==> src/lpif_pkg.sv <==
/*
 * LPIF die-to-die link layer definitions
 * Lane geometry, delay widths and the flit and lane word layouts
 * shared by the sequencer, splitter, PHY lanes and merger
 */

package lpif_pkg;

  ////////////////////////////////////////
  // Link geometry
  ////////////////////////////////////////

  // Two PHY lanes carry one flit
  localparam int LANE_COUNT         = 2;

  // Full lane word as seen on the PHY
  localparam int PHY_WIDTH          = 40;

  // Lane word minus strobe and marker
  localparam int LANE_PAYLOAD_WIDTH = 38;

  // Downstream and upstream LPIF fields packed together
  localparam int FLIT_WIDTH         = 57;

  // Online delay counts
  localparam int DELAY_WIDTH        = 8;

  // All lane payloads side by side, lane 0 lowest
  localparam int LANE_BUS_WIDTH     = LANE_COUNT * LANE_PAYLOAD_WIDTH;

  ////////////////////////////////////////
  // Flit and lane word types
  ////////////////////////////////////////

  // One flit, state in the top bits and valid in bit 0
  typedef struct packed {
    logic [3:0]  state;
    logic [1:0]  protid;
    logic [31:0] data;
    logic        dvalid;
    logic [15:0] crc;
    logic        crc_valid;
    logic        valid;
  } lpif_flit_t;

  // Payload slice carried by one lane
  typedef logic [LANE_PAYLOAD_WIDTH-1:0] lane_payload_t;

  // Lane word on the wire
  // Strobe and marker both high on every online word
  typedef struct packed {
    logic          strobe;
    logic          marker;
    lane_payload_t payload;
  } phy_word_t;

  // Lane 0 takes flit bits 37..0
  // Lane 1 takes flit bits 56..38 in its low bits, upper bits zero
  // Both sides rely on a plain zero extended slice of the flit

endpackage

==> src/flit_lane_merger.sv <==
/*
 * Flit lane merger
 * Joins the lane payloads back into a flit and drives the upstream
 * LPIF ports, zeroing them and counting errors when a lane is bad
 */

`timescale 1ns/100ps

module flit_lane_merger import lpif_pkg::*; (
  input  logic                            clk_wr,
  input  logic                            rst_n,
  input  logic                            rx_online_delay,
  input  lane_payload_t [LANE_COUNT-1:0]  rx_payload,
  input  logic [LANE_COUNT-1:0]           rx_ok,
  output logic [3:0]                      ustrm_state,
  output logic [1:0]                      ustrm_protid,
  output logic [31:0]                     ustrm_data,
  output logic                            ustrm_dvalid,
  output logic [15:0]                     ustrm_crc,
  output logic                            ustrm_crc_valid,
  output logic                            ustrm_valid,
  output logic [31:0]                     align_error_count
);

  logic [LANE_BUS_WIDTH-1:0] lane_bus;
  lpif_flit_t                rx_flit;
  lpif_flit_t                ustrm_q;
  logic                      all_ok;
  logic                      online_q;

  // Lane 0 in the low bits, upper lane bits beyond the flit dropped
  assign lane_bus = rx_payload;
  assign rx_flit  = lpif_flit_t'(lane_bus[FLIT_WIDTH-1:0]);
  assign all_ok   = &rx_ok;

  ////////////////////////////////////////
  // Upstream flit register
  ////////////////////////////////////////

  always_ff @(posedge clk_wr or negedge rst_n) begin
    if (!rst_n) begin
      ustrm_q           <= '0;
      online_q          <= 1'b0;
      align_error_count <= '0;
    end else begin
      ustrm_q  <= all_ok ? rx_flit : '0;
      // Lines up with rx_ok, which lags the online signal by a cycle
      online_q <= rx_online_delay;
      if (online_q && !all_ok) begin
        align_error_count <= align_error_count + 32'd1;
      end
    end
  end

  assign ustrm_state     = ustrm_q.state;
  assign ustrm_protid    = ustrm_q.protid;
  assign ustrm_data      = ustrm_q.data;
  assign ustrm_dvalid    = ustrm_q.dvalid;
  assign ustrm_crc       = ustrm_q.crc;
  assign ustrm_crc_valid = ustrm_q.crc_valid;
  assign ustrm_valid     = ustrm_q.valid;

endmodule

==> src/flit_lane_splitter.sv <==
/*
 * Flit lane splitter
 * Packs the downstream LPIF fields into a flit and registers it
 * cut into per-lane payloads, counting flits with valid set
 */

`timescale 1ns/100ps

module flit_lane_splitter import lpif_pkg::*; (
  input  logic                            clk_wr,
  input  logic                            rst_n,
  input  logic [3:0]                      dstrm_state,
  input  logic [1:0]                      dstrm_protid,
  input  logic [31:0]                     dstrm_data,
  input  logic                            dstrm_dvalid,
  input  logic [15:0]                     dstrm_crc,
  input  logic                            dstrm_crc_valid,
  input  logic                            dstrm_valid,
  output lane_payload_t [LANE_COUNT-1:0]  tx_payload,
  output logic [31:0]                     tx_flit_count
);

  lpif_flit_t                flit;
  logic [LANE_BUS_WIDTH-1:0] lane_bus;

  // Field order follows lpif_flit_t
  assign flit.state     = dstrm_state;
  assign flit.protid    = dstrm_protid;
  assign flit.data      = dstrm_data;
  assign flit.dvalid    = dstrm_dvalid;
  assign flit.crc       = dstrm_crc;
  assign flit.crc_valid = dstrm_crc_valid;
  assign flit.valid     = dstrm_valid;

  // Zero extend so the top lane gets zero upper bits
  assign lane_bus = LANE_BUS_WIDTH'(flit);

  ////////////////////////////////////////
  // Lane payload register
  ////////////////////////////////////////

  always_ff @(posedge clk_wr) begin
    tx_payload <= lane_bus;
  end

  // Transmitted flit count, wraps at 32 bits
  always_ff @(posedge clk_wr or negedge rst_n) begin
    if (!rst_n) begin
      tx_flit_count <= '0;
    end else if (dstrm_valid) begin
      tx_flit_count <= tx_flit_count + 32'd1;
    end
  end

endmodule

==> src/link_online_sync.sv <==
/*
 * Online sequencer
 * Delays tx_online and rx_online by programmable counts so the
 * lanes stay quiet until the far side has finished word alignment
 */

`timescale 1ns/100ps

module link_online_sync import lpif_pkg::*; (
  input  logic                   clk_wr,
  input  logic                   rst_n,
  input  logic                   tx_online,
  input  logic                   rx_online,
  input  logic [DELAY_WIDTH-1:0] delay_x_value,
  input  logic [DELAY_WIDTH-1:0] delay_xz_value,
  input  logic [DELAY_WIDTH-1:0] delay_yz_value,
  output logic                   tx_online_delay,
  output logic                   rx_online_delay
);

  ////////////////////////////////////////
  // Channel setup
  ////////////////////////////////////////

  // Index 0 is transmit, index 1 is receive
  logic [1:0]             online_in;
  logic [1:0]             online_q;
  logic [1:0]             online_out;
  logic [DELAY_WIDTH:0]   load_val [2];
  logic [DELAY_WIDTH:0]   cnt      [2];

  assign online_in = {rx_online, tx_online};

  // Transmit waits only for the far side alignment window
  assign load_val[0] = {1'b0, delay_xz_value};

  // Receive waits for word alignment plus the far side window
  // One extra bit keeps the sum from wrapping
  assign load_val[1] = (DELAY_WIDTH+1)'(delay_x_value) + (DELAY_WIDTH+1)'(delay_yz_value);

  ////////////////////////////////////////
  // Down-counters
  ////////////////////////////////////////

  always_ff @(posedge clk_wr or negedge rst_n) begin
    if (!rst_n) begin
      online_q   <= '0;
      online_out <= '0;
      for (int i = 0; i < 2; i++) begin
        cnt[i] <= '0;
      end
    end else begin
      online_q <= online_in;
      for (int i = 0; i < 2; i++) begin
        // Load on the first cycle the input is seen high
        if (online_in[i] && !online_q[i]) begin
          cnt[i] <= load_val[i];
        end else if (online_in[i] && (cnt[i] != '0)) begin
          cnt[i] <= cnt[i] - 1'b1;
        end
        // Drops in the cycle after the input falls
        online_out[i] <= online_in[i] && online_q[i] && (cnt[i] == '0);
      end
    end
  end

  assign tx_online_delay = online_out[0];
  assign rx_online_delay = online_out[1];

endmodule

==> src/lpif_link_top.sv <==
/*
 * LPIF link layer top
 * Online sequencer, flit splitter, two framed PHY lanes and the
 * receive merger on one clock
 */

`timescale 1ns/100ps

module lpif_link_top import lpif_pkg::*; (
  input  logic                   clk_wr,
  input  logic                   rst_n,
  // Link control
  input  logic                   tx_online,
  input  logic                   rx_online,
  input  logic [DELAY_WIDTH-1:0] delay_x_value,
  input  logic [DELAY_WIDTH-1:0] delay_xz_value,
  input  logic [DELAY_WIDTH-1:0] delay_yz_value,
  // Downstream channel
  input  logic [3:0]             dstrm_state,
  input  logic [1:0]             dstrm_protid,
  input  logic [31:0]            dstrm_data,
  input  logic                   dstrm_dvalid,
  input  logic [15:0]            dstrm_crc,
  input  logic                   dstrm_crc_valid,
  input  logic                   dstrm_valid,
  // Upstream channel
  output logic [3:0]             ustrm_state,
  output logic [1:0]             ustrm_protid,
  output logic [31:0]            ustrm_data,
  output logic                   ustrm_dvalid,
  output logic [15:0]            ustrm_crc,
  output logic                   ustrm_crc_valid,
  output logic                   ustrm_valid,
  // PHY interconnect
  output logic [PHY_WIDTH-1:0]   tx_phy0,
  output logic [PHY_WIDTH-1:0]   tx_phy1,
  input  logic [PHY_WIDTH-1:0]   rx_phy0,
  input  logic [PHY_WIDTH-1:0]   rx_phy1,
  // Debug status
  output logic [31:0]            tx_downstream_debug_status,
  output logic [31:0]            rx_upstream_debug_status
);

  ////////////////////////////////////////
  // Interconnect
  ////////////////////////////////////////

  logic                           tx_online_delay;
  logic                           rx_online_delay;
  lane_payload_t [LANE_COUNT-1:0] tx_payload;
  lane_payload_t [LANE_COUNT-1:0] rx_payload;
  logic [LANE_COUNT-1:0]          rx_ok;
  phy_word_t                      tx_phy [LANE_COUNT];
  phy_word_t                      rx_phy [LANE_COUNT];

  // Lane words to and from the flat PHY ports
  assign tx_phy0   = tx_phy[0];
  assign tx_phy1   = tx_phy[1];
  assign rx_phy[0] = rx_phy0;
  assign rx_phy[1] = rx_phy1;

  link_online_sync u_online_sync (
    .clk_wr          (clk_wr),
    .rst_n           (rst_n),
    .tx_online       (tx_online),
    .rx_online       (rx_online),
    .delay_x_value   (delay_x_value),
    .delay_xz_value  (delay_xz_value),
    .delay_yz_value  (delay_yz_value),
    .tx_online_delay (tx_online_delay),
    .rx_online_delay (rx_online_delay)
  );

  flit_lane_splitter u_splitter (
    .clk_wr          (clk_wr),
    .rst_n           (rst_n),
    .dstrm_state     (dstrm_state),
    .dstrm_protid    (dstrm_protid),
    .dstrm_data      (dstrm_data),
    .dstrm_dvalid    (dstrm_dvalid),
    .dstrm_crc       (dstrm_crc),
    .dstrm_crc_valid (dstrm_crc_valid),
    .dstrm_valid     (dstrm_valid),
    .tx_payload      (tx_payload),
    .tx_flit_count   (tx_downstream_debug_status)
  );

  ////////////////////////////////////////
  // PHY lanes
  ////////////////////////////////////////

  for (genvar g = 0; g < LANE_COUNT; g++) begin : g_lane
    phy_lane u_lane (
      .clk_wr          (clk_wr),
      .rst_n           (rst_n),
      .tx_online_delay (tx_online_delay),
      .rx_online_delay (rx_online_delay),
      .tx_payload      (tx_payload[g]),
      .tx_phy          (tx_phy[g]),
      .rx_phy          (rx_phy[g]),
      .rx_payload      (rx_payload[g]),
      .rx_ok           (rx_ok[g])
    );
  end

  flit_lane_merger u_merger (
    .clk_wr            (clk_wr),
    .rst_n             (rst_n),
    .rx_online_delay   (rx_online_delay),
    .rx_payload        (rx_payload),
    .rx_ok             (rx_ok),
    .ustrm_state       (ustrm_state),
    .ustrm_protid      (ustrm_protid),
    .ustrm_data        (ustrm_data),
    .ustrm_dvalid      (ustrm_dvalid),
    .ustrm_crc         (ustrm_crc),
    .ustrm_crc_valid   (ustrm_crc_valid),
    .ustrm_valid       (ustrm_valid),
    .align_error_count (rx_upstream_debug_status)
  );

endmodule

==> src/phy_lane.sv <==
/*
 * One PHY lane
 * Transmit side frames the payload with strobe and marker
 * Receive side checks both framing bits before passing the payload on
 */

`timescale 1ns/100ps

module phy_lane import lpif_pkg::*; (
  input  logic          clk_wr,
  input  logic          rst_n,
  input  logic          tx_online_delay,
  input  logic          rx_online_delay,
  input  lane_payload_t tx_payload,
  output phy_word_t     tx_phy,
  input  phy_word_t     rx_phy,
  output lane_payload_t rx_payload,
  output logic          rx_ok
);

  ////////////////////////////////////////
  // Transmit framing
  ////////////////////////////////////////

  phy_word_t tx_word;
  logic      rx_framed;

  // Whole word held at zero until the lane goes online
  always_comb begin
    tx_word = '0;
    if (tx_online_delay) begin
      tx_word.strobe  = 1'b1;
      tx_word.marker  = 1'b1;
      tx_word.payload = tx_payload;
    end
  end

  always_ff @(posedge clk_wr or negedge rst_n) begin
    if (!rst_n) begin
      tx_phy <= '0;
    end else begin
      tx_phy <= tx_word;
    end
  end

  ////////////////////////////////////////
  // Receive checking
  ////////////////////////////////////////

  // Strobe and marker must both be present
  assign rx_framed = rx_phy.strobe & rx_phy.marker;

  // Payload follows the wire every cycle
  always_ff @(posedge clk_wr) begin
    rx_payload <= rx_phy.payload;
  end

  // Good word flag
  // Only counts once the receive side is online
  always_ff @(posedge clk_wr or negedge rst_n) begin
    if (!rst_n) begin
      rx_ok <= 1'b0;
    end else begin
      rx_ok <= rx_online_delay & rx_framed;
    end
  end

endmodule
==> config.mk <==
export PLATFORM = sky130hd
export DESIGN_NAME = lpif_link_top
export DESIGN_NICKNAME = d
export VERILOG_FILES = /design/src/lpif_pkg.sv /design/src/flit_lane_merger.sv /design/src/flit_lane_splitter.sv /design/src/link_online_sync.sv /design/src/lpif_link_top.sv /design/src/phy_lane.sv
export SDC_FILE = /design/constraint.sdc
export NUM_CORES = 1
export LEC_CHECK = 0
export ABC_AREA = 1
export ABC_CLOCK_PERIOD_IN_PS = 1790
export BUFFER_PORTS_ARGS = -buffer_cell sky130_fd_sc_hd__buf_2
export CAP_MARGIN = 20
export CORE_MARGIN = 2
export CORE_UTILIZATION = 30
export DETAILED_ROUTE_END_ITERATION = 16
export PLACE_DENSITY = 0.55
export SLEW_MARGIN = 25
export SYNTH_ARGS = -nofsm -noshare
export SYNTH_HDL_FRONTEND = slang
export SYNTH_HIERARCHICAL = 1
export SYNTH_SLANG_ARGS = --single-unit
==> constraint.sdc <==
create_clock -name clk_wr -period 1.79 [get_ports clk_wr]
set_input_delay 0.358 -clock clk_wr [delete_from_list [all_inputs] [get_ports clk_wr]]
set_output_delay 0.358 -clock clk_wr [all_outputs]
set_load 0.02 [all_outputs]
==> results of run 1 <==
## metal layers
| metal | wire length, um | part of all wire (%) | global-route usage (%) |
|---|---|---|---|
| met1 | 13100 | 43 | 17.5 |
| met3 | 2370 | 7.8 | 4.78 |
| met4 | 724 | 2.4 | 4.54 |
| met2 | 14100 | 47 | 23.4 |
| met5 | 13 | 0.043 | 0 |
## power breakdown
part | internal [uW] | switching (uW) | leakage [uW] | total, uW
logic | 718 | 937 | 0.00506 | 1650
clock network | 4740 | 3220 | 0.000635 | 7960
registers | 7970 | 286 | 0.00403 | 8250
## per-stage QoR
| step | instances | utilization (%) | instance area (um^2) | hold slack (ps) |
|---|---|---|---|---|
| 2_1_floorplan | 1257 | - | 12300 | 62.4 |
| 3_3_place_gp | 2114 | 36.0 | 14600 | 351 |
| 3_5_place_dp | 2114 | 36.0 | 14600 | 349 |
| 4_1_cts | 2302 | 42.1 | 17100 | 24.9 |
| 5_1_grt | 2305 | 42.2 | 17100 | 39.0 |
| 6_report | 2305 | 42.2 | 17100 | 66.4 |
## worst min path at each step
stage | startpoint | slack, ps | end
after floorplan | rst_n | 60 | g_lane[0].u_lane/rx_ok
after global placement | rst_n | 350 | u_merger/ustrm_data[12]
after detailed placement | rst_n | 350 | u_merger/ustrm_data[12]
after CTS | dstrm_valid | 20 | u_splitter/tx_payload[0]
after global routing | dstrm_valid | 40 | u_splitter/tx_payload[0]
final | dstrm_valid | 70 | u_splitter/tx_payload[0]
## timing repair
| item | 4_1_cts | 5_1_grt |
|---|---|---|
| resized for setup | 0 | 1 |
| setup endpoints to repair | 0 | 8 |
| hold buffers | 116 | 0 |
| hold endpoints to repair | 161 | 0 |
| setup buffers | 0 | 2 |
## flip-flops by register name (all words and copies together) (netlist names), 2 cells and up
register and cells:
g_lane.u_lane/rx_ok 2, u_splitter/tx_payload 57, g_lane.u_lane/rx_payload 57, u_merger/ustrm_data 32, u_merger/ustrm_protid 2, u_online_sync/cnt 18, u_splitter/tx_flit_count 32, u_online_sync/online_q 2
u_online_sync/online_out 2, g_lane.u_lane/tx_phy 78, u_merger/align_error_count 32, u_merger/ustrm_crc 16, u_merger/ustrm_state 4
## final cells by class
class | instances | area [um^2] | area share, %
Clock buffer | 54 | 1080 | 6.33
Antenna cell | 1 | 2.50 | 0.0146
Tap cell | 532 | 666 | 3.89
Clock inverter | 18 | 215 | 1.26
Timing Repair Buffer | 480 | 3090 | 18.0
Multi-Input combinational cell | 654 | 3300 | 19.3
Inverter | 228 | 861 | 5.03
Sequential cell | 338 | 7890 | 46.1
==> results.md, run 1 <==
Power and ir drop:
- The completed layout was analyzed and its total power is 17900 uW.
- The worst-case IR drop observed on VDD is 0.935 mV.
- Power spread over the standard cell area amounts to around 1000 nW/um^2.
- The standby leakage power is 0.00973 uW.

Critical path:
- Data on the critical path is required at its endpoint by approximately 1400 ps.
- STA classifies the critical path endpoint as an output pin.
- The delay contributed by the slowest stage of the critical path is 490 ps.
- The reg-to-reg critical path startpoint is u_online_sync/cnt[9].
- The end of the critical path is rx_upstream_debug_status[23].
- The category of cells accounting for the largest share of critical-path delay is flip-flops.
- The critical-path cell with the highest stage delay is dfrtp_1.
- STA classifies the critical path startpoint as a flop.
- The endpoint of the worst-slack reg-to-reg timing path is u_online_sync/cnt[13].
- Of all nets on the critical path, the largest fanout is 7.
- Together, buffers and inverters on the worst path number 1.
- Setup slack on the worst reg-to-reg path comes out at 230 ps.
- The start point of the critical path is u_merger/align_error_count[23].
- At the worst endpoint, the arrival time is 1250 ps.
- The type of the worst setup path is flop to output pin.
- The number of cells on the worst reg-to-reg path is 9.
- The signal on the critical path passes through buf_2.
- In this run the number of cells on the critical path is 1.

STA:
- The worst max-slew margin expressed relative to the limit is a little over two fifths.
- The number of endpoints with negative hold slack in the final report is 0.
- The share of the cycle needed by the critical path after routing is about nine tenths.
- Between clock sinks in the finished design, the worst skew comes to 13.0 ps.
- Once routing completed, OpenROAD measured the worst setup slack at 184 ps.
- The smallest clock period supported by the final layout is computed as 1610 ps.
- The final setup violation count is 0.
- The maximum achievable frequency is 623 MHz.
- Setup repair after global routing left no endpoint under its margin.
- The number of slew-limit violations in the final report was 0.
- The worst-margin pin slew is slightly below 900 ps.
- The final sum of negative setup slack is 0 ps.

CTS:
- The number of sinks driven by the clock tree is between 300 and 400.
- The buffer cell driving the clock tree root is clkbuf_16.
- CTS built an H-tree with a depth of 2.
- The clock passes through at most 3 buffers.
- The number of clock buffers added by TritonCTS is 39.
- TritonCTS built the clock tree.
- The clock reaches the later pin of the worst-skew pair after about 550 ps.
- After clock tree synthesis, the clock-pin slew on the worst setup and hold paths is 60 ps.

Cells and area:
- The relative area change from synthesis to final layout is 39.6%.
- The layout has 3935 filler cells.
- The library cells used most frequently in the layout, excluding fill and tap cells, are buf_2, nand2_1, dfrtp_1, inv_1, nor2_1.
- The number of nets in the layout is about 1900.
- The share of layout cells above drive strength 1 is roughly 27%.
- Leaving out fill and tap cells, the most frequent cell in the layout is buf_2.

Drt:
- The number of DRC violations after detailed routing is 0.
- In the final routed layout, each cell accounts on average for 13.1 um.
- The wire length after detailed routing is about 30 mm.
- The detailed-route vias per instance is 4.08.
- The number of iterations in the first detailed-routing pass is 5.
- The initial detailed-routing violation count is ~370.
- The via count of the routed design is 9414.
- The post-route antenna net violation count is 0.

Global routing:
- The number of global-route vias before repair is 9338.
- Entering global routing, the biggest net connects 73 pins.
- The first global-routing pass estimated 47.8 mm of wire.
- After global routing the overflow that remains totals 0.
- The global-route usage over all layers is 14.2%.
- The number of antenna violations at the first check in global routing came to 2.

Logic synthesis:
- After synthesis, the mean cell area works out to approximately 10 um^2.
- Summing every instance area after synthesis gives 12300 um^2.
- The synthesized netlist cell count is 1239.
- The number of warnings issued by yosys is 6.

Floorplan:
- After floorplanning, the core was divided into 74 placement rows.
- In this run the horizontal extent of the chip is slightly above 200 um.
- The initial core utilization is 30.2%.
- The number of primary I/O pins is between 300 and 400.
- The floorplan step defined a die boundary enclosing roughly 42000 um^2.
- The core outline area is 40600 um^2.
- From bottom edge to top edge, the die measures 206 um.

Placement:
- The congestion estimate from routability-driven global placement came to 0.814.
- The placed wire-length estimate is between 20 and 25 mm.
- The count of input and output buffers is around 350.
- Before CTS, the worst setup slack after placement is roughly 32 ps.

Worst hold path:
- Along the worst hold path, the cell count comes to 1.
- The class of the most critical hold timing path is input pin to flop.

Run status:
- The run finished with clean final reports.

Run:
- The max-cap check violation count is 0.
No activity file was read; power rests on OpenSTA's default activity.
==> inputs of run 2 (changes only) <==
- ABC_CLOCK_PERIOD_IN_PS: 1790 -> 1900
- CAP_MARGIN: 20 -> 15
- PLACE_DENSITY: 0.55 -> 0.56
- SYNTH_HIERARCHICAL: 1 -> not set
- clock period: 1.79 -> 1.9 ns (I/O delays scaled with it)
==> results.md, run 2 <==
Logic synthesis:
- The mapped netlist covers around 12000 um^2.
- The most used flip-flop cell after synthesis is dfrtp_1.
- Summed over its instances, the top area cell type makes up 43.8% of the synthesized netlist area.
- The share of synthesized flip-flops with an asynchronous set or reset is approximately 64%.
- Yosys mapped a number of flops with a built-in enable equal to 0.
- The register bit total from synthesis is approximately 320.
- The commonest cells after synthesis are nand2_1, dfrtp_1, inv_1.
- The library cell occupying the most area in the post-synthesis netlist is dfrtp_1.
- The average cell area after synthesis is 9.39 um^2.
- The number of warnings issued by yosys is 0.
- The most numerous cell in the Yosys netlist is nand2_1.
- The share of the yosys chip area belonging to registers is 63.4%.
- Synthesis instantiated 35 different standard cells from the library.
- Sorting the synthesized cells by area gives the leading types as dfrtp_1, dfxtp_1, nand2_1.
- After technology mapping, the gate count stands at 1240.

Global routing:
- The layer with the highest usage is met2.
- The met2 track demand over resource is 25.8%.
- Global routing finished with a remaining overflow of 0.
- Global routing consumed, over all layers together, 14.9% of the routing resources.
- Entering global routing, the biggest net connects 58 pins.
- The number of antenna violations at the first check in global routing is 5.
- The number of global-route vias before repair came to about 9500.
- The met3 global-route usage is 3.38%.
- The met1 layer usage reported by global route is 17.4%.
- The first global-routing pass estimated 48.3 mm of wire.

Power and ir drop:
- In this run the power density over the cells is 985 nW/um^2.
- The maximum ir drop on the vdd rail is a little over 0.7 mV.
- Summing internal, switching and leakage power gives ~16000 uW.
- The analysis attributes to cell leakage a power of 0.00906 uW.

Run:
- The max-cap check violation count is 0.

Drt:
- Before antenna repair, the detailed router went through 4 iterations.
- Dividing the detail-routed wire length by the instance count gives 13.2 um.
- In this run, the number of DRC markers left after iteration 0 of detailed routing was 309.
- Across all layers, the routed design uses 9251 vias.
- Once detail routing completed, the nets flagged for antenna violations numbered 0.
- In the routed layout, each cell is associated on average with a via count of 4.08.
- The number of DRC violations after detailed routing is 0.
- The wire length after detailed routing is 30.0 mm.

Critical path:
- The worst register-to-register path has a setup slack of 170 ps.
- The depth of the most critical reg-to-reg path is 11.
- Of all nets on the critical path, the largest fanout is 11.
- The type of element launching the critical path is a flop.
- The start point of the critical path is u_online_sync.cnt[1].
- The end of the critical path is u_online_sync.cnt[7].
- In this run the critical register-to-register path is launched from u_online_sync.cnt[1].
- The endpoint of the worst-slack reg-to-reg timing path is u_online_sync.cnt[7].
- Data on the critical path is required at its endpoint by 2320 ps.
- The worst setup path is captured at a flop.
- The type of the worst setup path is flop to flop.
- The data arrival time of the worst path is 2150 ps.

Floorplan:
- The number of primary I/O pins is between 300 and 400.
- The horizontal die dimension is 201 um.
- The core outline area is 38500 um^2.
- The floorplan step defined a die boundary enclosing just over 40000 um^2.
- The initialized floorplan defines 72 standard-cell rows.
- The vertical die dimension is 201 um.
- The initial utilization of the core area, before any placement, comes to 30.3%.

STA:
- Between clock sinks in the finished design, the worst skew comes to 15.2 ps.
- The final sum of negative setup slack is 0 ps.
- The share of the cycle needed by the critical path after routing is 91.1%.
- Measured against its own limit, the worst slew margin works out to 58.8%.
- The number of endpoints with negative hold slack in the final report is 0.
- The maximum achievable frequency is around 580 MHz.
- The worst-margin pin slew is 618 ps.
- The number of slew-limit violations in the final report came to 0.
- Setup violations remaining at the end of the flow were counted as 0.
- Setup repair after global routing left no endpoint under its margin.
- The final critical path time including I/O delays and setup is 1730 ps.

CTS:
- The clock transition at the registers of the reported paths is 60 ps.
- CTS placed an instance of clkbuf_16 at the clock tree root.
- The number of levels in the clock H-tree is 2.
- For the worst-skew pair, the clock arrives at the later sink with an insertion delay of 530 ps.
- TritonCTS built the clock tree.
- The clock drives 318 sinks.
- In this run the deepest clock path goes through 3 buffers.
- In this run, CTS created clock tree buffers numbering 37.
- The number of setup buffers added after CTS is 0.

Cells and area:
- The final non-filler cell area is roughly 16000 um^2.
- The largest registers in the layout are g_lane.u_lane.tx_phy x58, g_lane.u_lane.rx_payload x57, u_splitter.tx_payload x57.
- After filler insertion, the fill cell instance count of the layout stands at 3854.
- From synthesis to final layout, the design area changed by 40.4%.
- Leaving out fill and tap cells, the most frequent cell in the layout is nand2_1.
- The flip-flop count of the largest register, all copies and words added is 58.
- The largest register by flop count is g_lane.u_lane.tx_phy.
- The library cells used most frequently in the layout, excluding fill and tap cells, are nand2_1, buf_2, dfrtp_1, inv_1, nor2_1.
- The number of nets in the layout is between 1500 and 2000.
- The share of the core filled with cells in the final layout is a little over two fifths.
- The share of layout cells above drive strength 1 is between 20% and 30%.

Placement:
- The placed instances occupy a cell area of 13900 um^2.
- The final RePlAce weighted congestion is between 0.8 and 0.9.
- The placed wire-length estimate is 21.5 mm.
- During placement, the flow inserted port buffers numbering 327.

Worst hold path:
- The class of the most critical hold timing path is input pin to flop.

Run status:
- The flow ran to the end, and the final reports show no timing, DRC or antenna violations.
-- run 2: cell families (layout without fill, tap and decap cells) --
kind of cell | after synthesis | in the layout | share of synthesized area (%)
AOI/OAI and AO/OA | 41 | 41 | 1.81
DFF | 318 | 318 | 63.4
xor gates and xnor gates | 41 | 41 | 3.08
other | 1 | 24 | 0.0322
adders and majority gates | 13 | 13 | 1.46
and+or+nand+nor | 606 | 606 | 22.3
buffers and inverters | 220 | 707 | 7.91
-- run 2: how the worst min path moves through the flow --
stage                      startpoint                      endpoint  slack, ps  cells after the start
after floorplan                 rst_n        g_lane[0].u_lane.rx_ok         80                      0
after global placement          rst_n  u_splitter.tx_flit_count[31]        290                      1
after global routing      rx_phy1[38]        g_lane[1].u_lane.rx_ok         80                      3
after detailed placement        rst_n  u_splitter.tx_flit_count[19]        300                      1
after CTS                 rx_phy0[38]        g_lane[0].u_lane.rx_ok         80                      3
final                     rx_phy1[38]        g_lane[1].u_lane.rx_ok        100                      3
-- run 2: report_power, final --
| part | total (uW) | switching (uW) | internal [uW] |
|---|---|---|---|
| clock | 7230 | 2770 | 4460 |
| combinational | 1570 | 911 | 657 |
| sequential | 7300 | 241 | 7060 |
-- run 2: through the flow --
stage / setup slack, ps / cells / hold slack [ps]
global placement: 140 / 2080 / 294
detailed placement: 162 / 2080 / 297
CTS: 154 / 2263 / 75.7
floorplan: 291 / 1258 / 84.4
finish: 169 / 2268 / 100
global route: 27.8 / 2268 / 82.7
-- run 2: worst max-delay path, stage by stage (launching register included) --
cell	delay (ps)
dfrtp_1	380
inv_1	80
ha_1	210
nand2_1	90
nor2_1	150
nand3_1	120
nand2_1	150
inv_1	190
nand2_1	110
inv_1	40
nand2_1	40
nand2_1	40
-- run 2: repair_timing --
item,4_1_cts,5_1_grt
hold buffers,116,0
hold endpoints to repair,144,0
resized for setup,0,0
-- run 2: final cells by class --
class | count | area [um^2] | area share [%]
Timing Repair Buffer | 458 | 2960 | 18.1
Multi-Input combinational cell | 720 | 3400 | 20.8
Inverter | 182 | 683 | 4.18
Clock inverter | 13 | 184 | 1.13
Clock buffer | 54 | 1070 | 6.54
Tap cell | 518 | 648 | 3.96
Sequential cell | 318 | 7390 | 45.2
Antenna cell | 5 | 12.5 | 0.0765
-- run 2: routing by layer --
layer,share of wire [%],up-vias
met2,50,204
met5,0,-
met4,4.2,0
li1,-,4645
met3,5.0,71
met1,41,4331
==> inputs of run 3 (changes only) <==
- ABC_AREA: 1 -> not set
- CTS_CLUSTER_SIZE: not set -> 10
- PLACE_DENSITY: 0.56 -> 0.57
==> results.md, run 3 <==
Power and ir drop:
- The part of the power in combinational logic is 9.2%.
- VDD sags by at most about 0.75 mV.
- The part of the total power dissipated in sequential elements is ~47%.
- The switching share of total power is 23.2%.
- The power density of the placed cells is 1010 nW/um^2.
- In this run the static leakage power is 0.00798 uW.
- For this design the total switching power over the nets is 3590 uW.
- The clock network accounts for roughly 44% of the total power.
- The internal power of the cells totals 11900 uW.

STA:
- The post-route clock skew is 11.8 ps.
- Static timing analysis puts the maximum clock frequency at 528 MHz.
- Setup repair after global routing could not meet its margin everywhere.
- In this run the tightest slew margin relative to its limit is around 63%.
- At the pin with the least slew margin, the transition time is 549 ps.
- The number of endpoints with negative hold slack in the final report was 0.
- The final critical path time including I/O delays and setup is 1890 ps.
- Across all hold checks on the routed design, the worst slack comes to 74.0 ps.
- Dividing the final minimum period by the clock period gives ~100%.
- Setup violations remaining at the end of the flow were counted as 0.
- The number of slew-limit violations in the final report is 0.
- The final sum of negative setup slack is 0 ps.

Logic synthesis:
- The synthesized design contains 0 enable-type register cells.
- The synthesized design devotes to its leading area cell type ~49% of total area.
- After synthesis the cells add up to 10500 um^2.
- The synthesized netlist cell count is 794.
- Among all flip-flop cells after synthesis, the most frequent one is dfrtp_1.
- The register bit total from synthesis is about 320.
- The library cell occupying the most area in the post-synthesis netlist is dfrtp_1.
- The average cell area after synthesis is roughly 13 um^2.
- The number of distinct standard cells referenced by the synthesized netlist is 60.
- Ranked by instance count, the synthesized netlist is headed by dfrtp_1, dfxtp_1, and3_1.
- The number of warnings issued by yosys is 0.
- dfrtp_1 is the most common cell in the netlist.
- After synthesis, flip-flops and latches occupy a little over two thirds of the total area.
- The share of synthesized flip-flops with an asynchronous set or reset is roughly 64%.
- By area the synthesized netlist is led by dfrtp_1, dfxtp_1, xnor2_1.

CTS:
- The maximum number of buffers from clock root to sink is 3.
- The tree built by TritonCTS fans out to 318 sinks.
- The H-tree was split into 2 levels.
- The buffer cell driving the clock tree root is clkbuf_16.
- The number of buffers added by the clock tree synthesis step is 38.
- Clock-pin slew was measured on the worst setup and hold paths at 60 ps.
- The latest clock arrival within the worst-skew pair is 520 ps.
- TritonCTS built the clock tree.

Cells and area:
- The post-route netlist has 34.0% of its cells at a drive strength greater than 1.
- The net count of the finished layout is 1466.
- In the layout the commonest cells are buf_2, dfrtp_1, dfxtp_1, dlygate4sd3_1, and3_1.
- The count of non-filler cells in the finished layout is 1772.
- Summing all non-filler instances in the final layout gives an area of 15300 um^2.
- Counting flops per register, the top entry is g_lane.u_lane.tx_phy.
- The register with the most flip-flops in the layout has 58 of them.
- The commonest non-fill, non-tap cell in the layout is buf_2.
- The relative area change from synthesis to final layout is 45.6%.
- The largest registers in the layout are g_lane.u_lane.tx_phy x58, g_lane.u_lane.rx_payload x57, u_splitter.tx_payload x57.

Critical path:
- The largest individual stage delay along the critical path comes from the cell or4b_4.
- The maximum fanout along the worst path is 3.
- STA puts the critical path data arrival time at 2280 ps.
- The largest single stage delay on the critical path is 490 ps.
- The worst register-to-register path has a setup slack of about 6.8 ps.
- The signal on the critical path passes through inv_1 > ha_2 > or4b_4 > buf_4 > o21a_1 > o21ai_1 > o31a_1 > o21ai_0.
- The category of cells accounting for the largest share of critical-path delay is compound AO/OA/AOI/OAI gates.
- The worst setup path is of the flop to flop kind.
- At the worst endpoint, the required time is 2290 ps.
- The type of element launching the critical path is a flop.
- STA classifies the critical path endpoint as a flop.
- Together, buffers and inverters on the worst path number 2.

Global routing:
- The largest net degree at the start of global routing is 57.
- The first global-routing pass estimated between 40 and 50 mm of wire.
- The number of global-route vias before repair is approximately 7700.
- After global routing the overflow that remains totals 0.
- The global-route usage over all layers is ~14%.
- The number of antenna violations at the first check in global routing came to 1.

Placement:
- The count of input and output buffers is between 300 and 400.
- Counting tap cells, the placed design contains a total of ~1600 instances.
- The placed instance area is 12900 um^2.
- The congestion estimate from routability-driven global placement came to between 0.7 and 0.8.
- The wire-length estimate of the detail-placed layout is roughly 18 mm.

Run status:
- The flow ran to the end, and the final reports show no timing, DRC or antenna violations.

Drt:
- In the final routed layout, each cell accounts on average for 14.8 um.
- The top layer reached by signal wires is met4.
- The number of iterations in the first detailed-routing pass is 4.
- The wire length after detailed routing is 26.2 mm.
- The detailed router finished its first iteration with 205 violations.
- The routed length on met2 is 13.3 mm.
- The routed design uses 1.27 mm of met3 wire.
- The number of DRC violations after detailed routing is 0.
- Summing over every cut layer, the via total after detailed routing is 7533.
- After detailed routing, the number of vias per cell comes to around 4.3.
- The post-route antenna net violation count is 0.
- The sum of routed wire segments on met1 is 10.6 mm.

Floorplan:
- Once the floorplan was initialized, standard cells occupied 30.4% of the core.
- The vertical die dimension is 191 um.
- In this run the count of I/O pins placed on the die edge is 366.
- The floorplan has 68 rows.
- The core outline area is 34500 um^2.
- The horizontal die dimension is around 190 um.
- The floorplan step defined a die boundary enclosing 36600 um^2.

Worst hold path:
- The class of the most critical hold timing path is input pin to flop.

Run:
- The max-cap check violation count is 0.
[run 3: changes by cell type in the layout (fill, tap and decap cells not counted), moves of 16 or more]
cell and change:
nor2_1 -149, and3_1 +64, nand2_1 -296, nand3b_1 -16
and2_1 +60, buf_4 +25, xnor2_1 +32, o21ai_0 -16
inv_1 -170
[run 3: worst register-to-register path, delay by kind of cell (launching register included)]
family / cells / cell delay [ps]
AO/OA/AOI/OAI: 4 / 500
AND/OR/NAND/NOR: 1 / 490
flip-flops: 1 / 380
buffers and inverters: 2 / 220
adder cells (fa/ha/maj): 1 / 170
[run 3: worst paths after layout]
check                                              end  cells past startpoint                       from
max in group asynchronous  u_splitter.tx_flit_count[9]                      3                      rst_n
hold reg to reg            g_lane[0].u_lane.tx_phy[26]                      1  u_splitter.tx_payload[26]
setup / recovery                  u_online_sync.cnt[6]                      8       u_online_sync.cnt[0]
min in group asynchronous      u_merger.ustrm_data[23]                      2                      rst_n
setup reg to reg                  u_online_sync.cnt[6]                      8       u_online_sync.cnt[0]
hold / removal                u_splitter.tx_payload[0]                      1                dstrm_valid
[run 3: metrics by stage]
stage,utilization [%],setup slack (ps),total power [uW]
after detailed placement,37.3,-51.2,8580
final,44.3,6.78,15400
after global routing,44.3,-97.5,16200
after floorplan,-,1.30,7990
after CTS,44.0,-23.3,15600
after global placement,37.3,-46.7,8550
[run 3: area by class of cell]
type	count	area, um^2
Clock buffer	67	1150
Fill cell	3268	19200
Antenna cell	1	2.50
Timing Repair Buffer	482	3140
Tap cell	455	569
Clock inverter	1	5.00
Inverter	12	45.0
Sequential cell	318	7390
Multi-Input combinational cell	436	3000
[run 3: layer usage]
| layer | up-vias | GRT usage, % |
|---|---|---|
| li1 | 3616 | - |
| met1 | 3659 | 17.2 |
| met2 | 192 | 23.9 |
| met3 | 66 | 3.03 |
| met4 | 0 | 7.16 |
| met5 | - | 0 |
[run 3: what timing repair did]
action	CTS	global route
gates cloned	0	0
pin swaps	0	11
hold endpoints to repair	147	0
setup buffers	0	3
endpoints found under the setup margin	7	21
gates resized for setup	4	20
hold buffers	114	0
[run 3: power by group through the flow]
stage | Sequential, uW | Combinational [uW] | Clock (uW)
after detailed placement | 7400 | 1180 | 0
after global placement | 7390 | 1160 | 0
final | 7290 | 1420 | 6730
after CTS | 7270 | 1380 | 6990
after floorplan | 7480 | 508 | 0
after global routing | 7330 | 1570 | 7270
[run 3: cells by family (layout without fill, tap and decap cells)]
kind of cell / after synthesis / count (layout) / share of synthesized area (%)
other: 1 / 20 / 0.0357
buffers and inverters: 58 / 562 / 2.93
adders and majority gates: 13 / 13 / 1.62
muxes: 2 / 2 / 0.214
AOI/OAI and AO/OA: 58 / 58 / 3.81
and+or+nand+nor: 276 / 276 / 15.5
DFF: 318 / 318 / 70.2
xor gates and xnor gates: 68 / 68 / 5.66
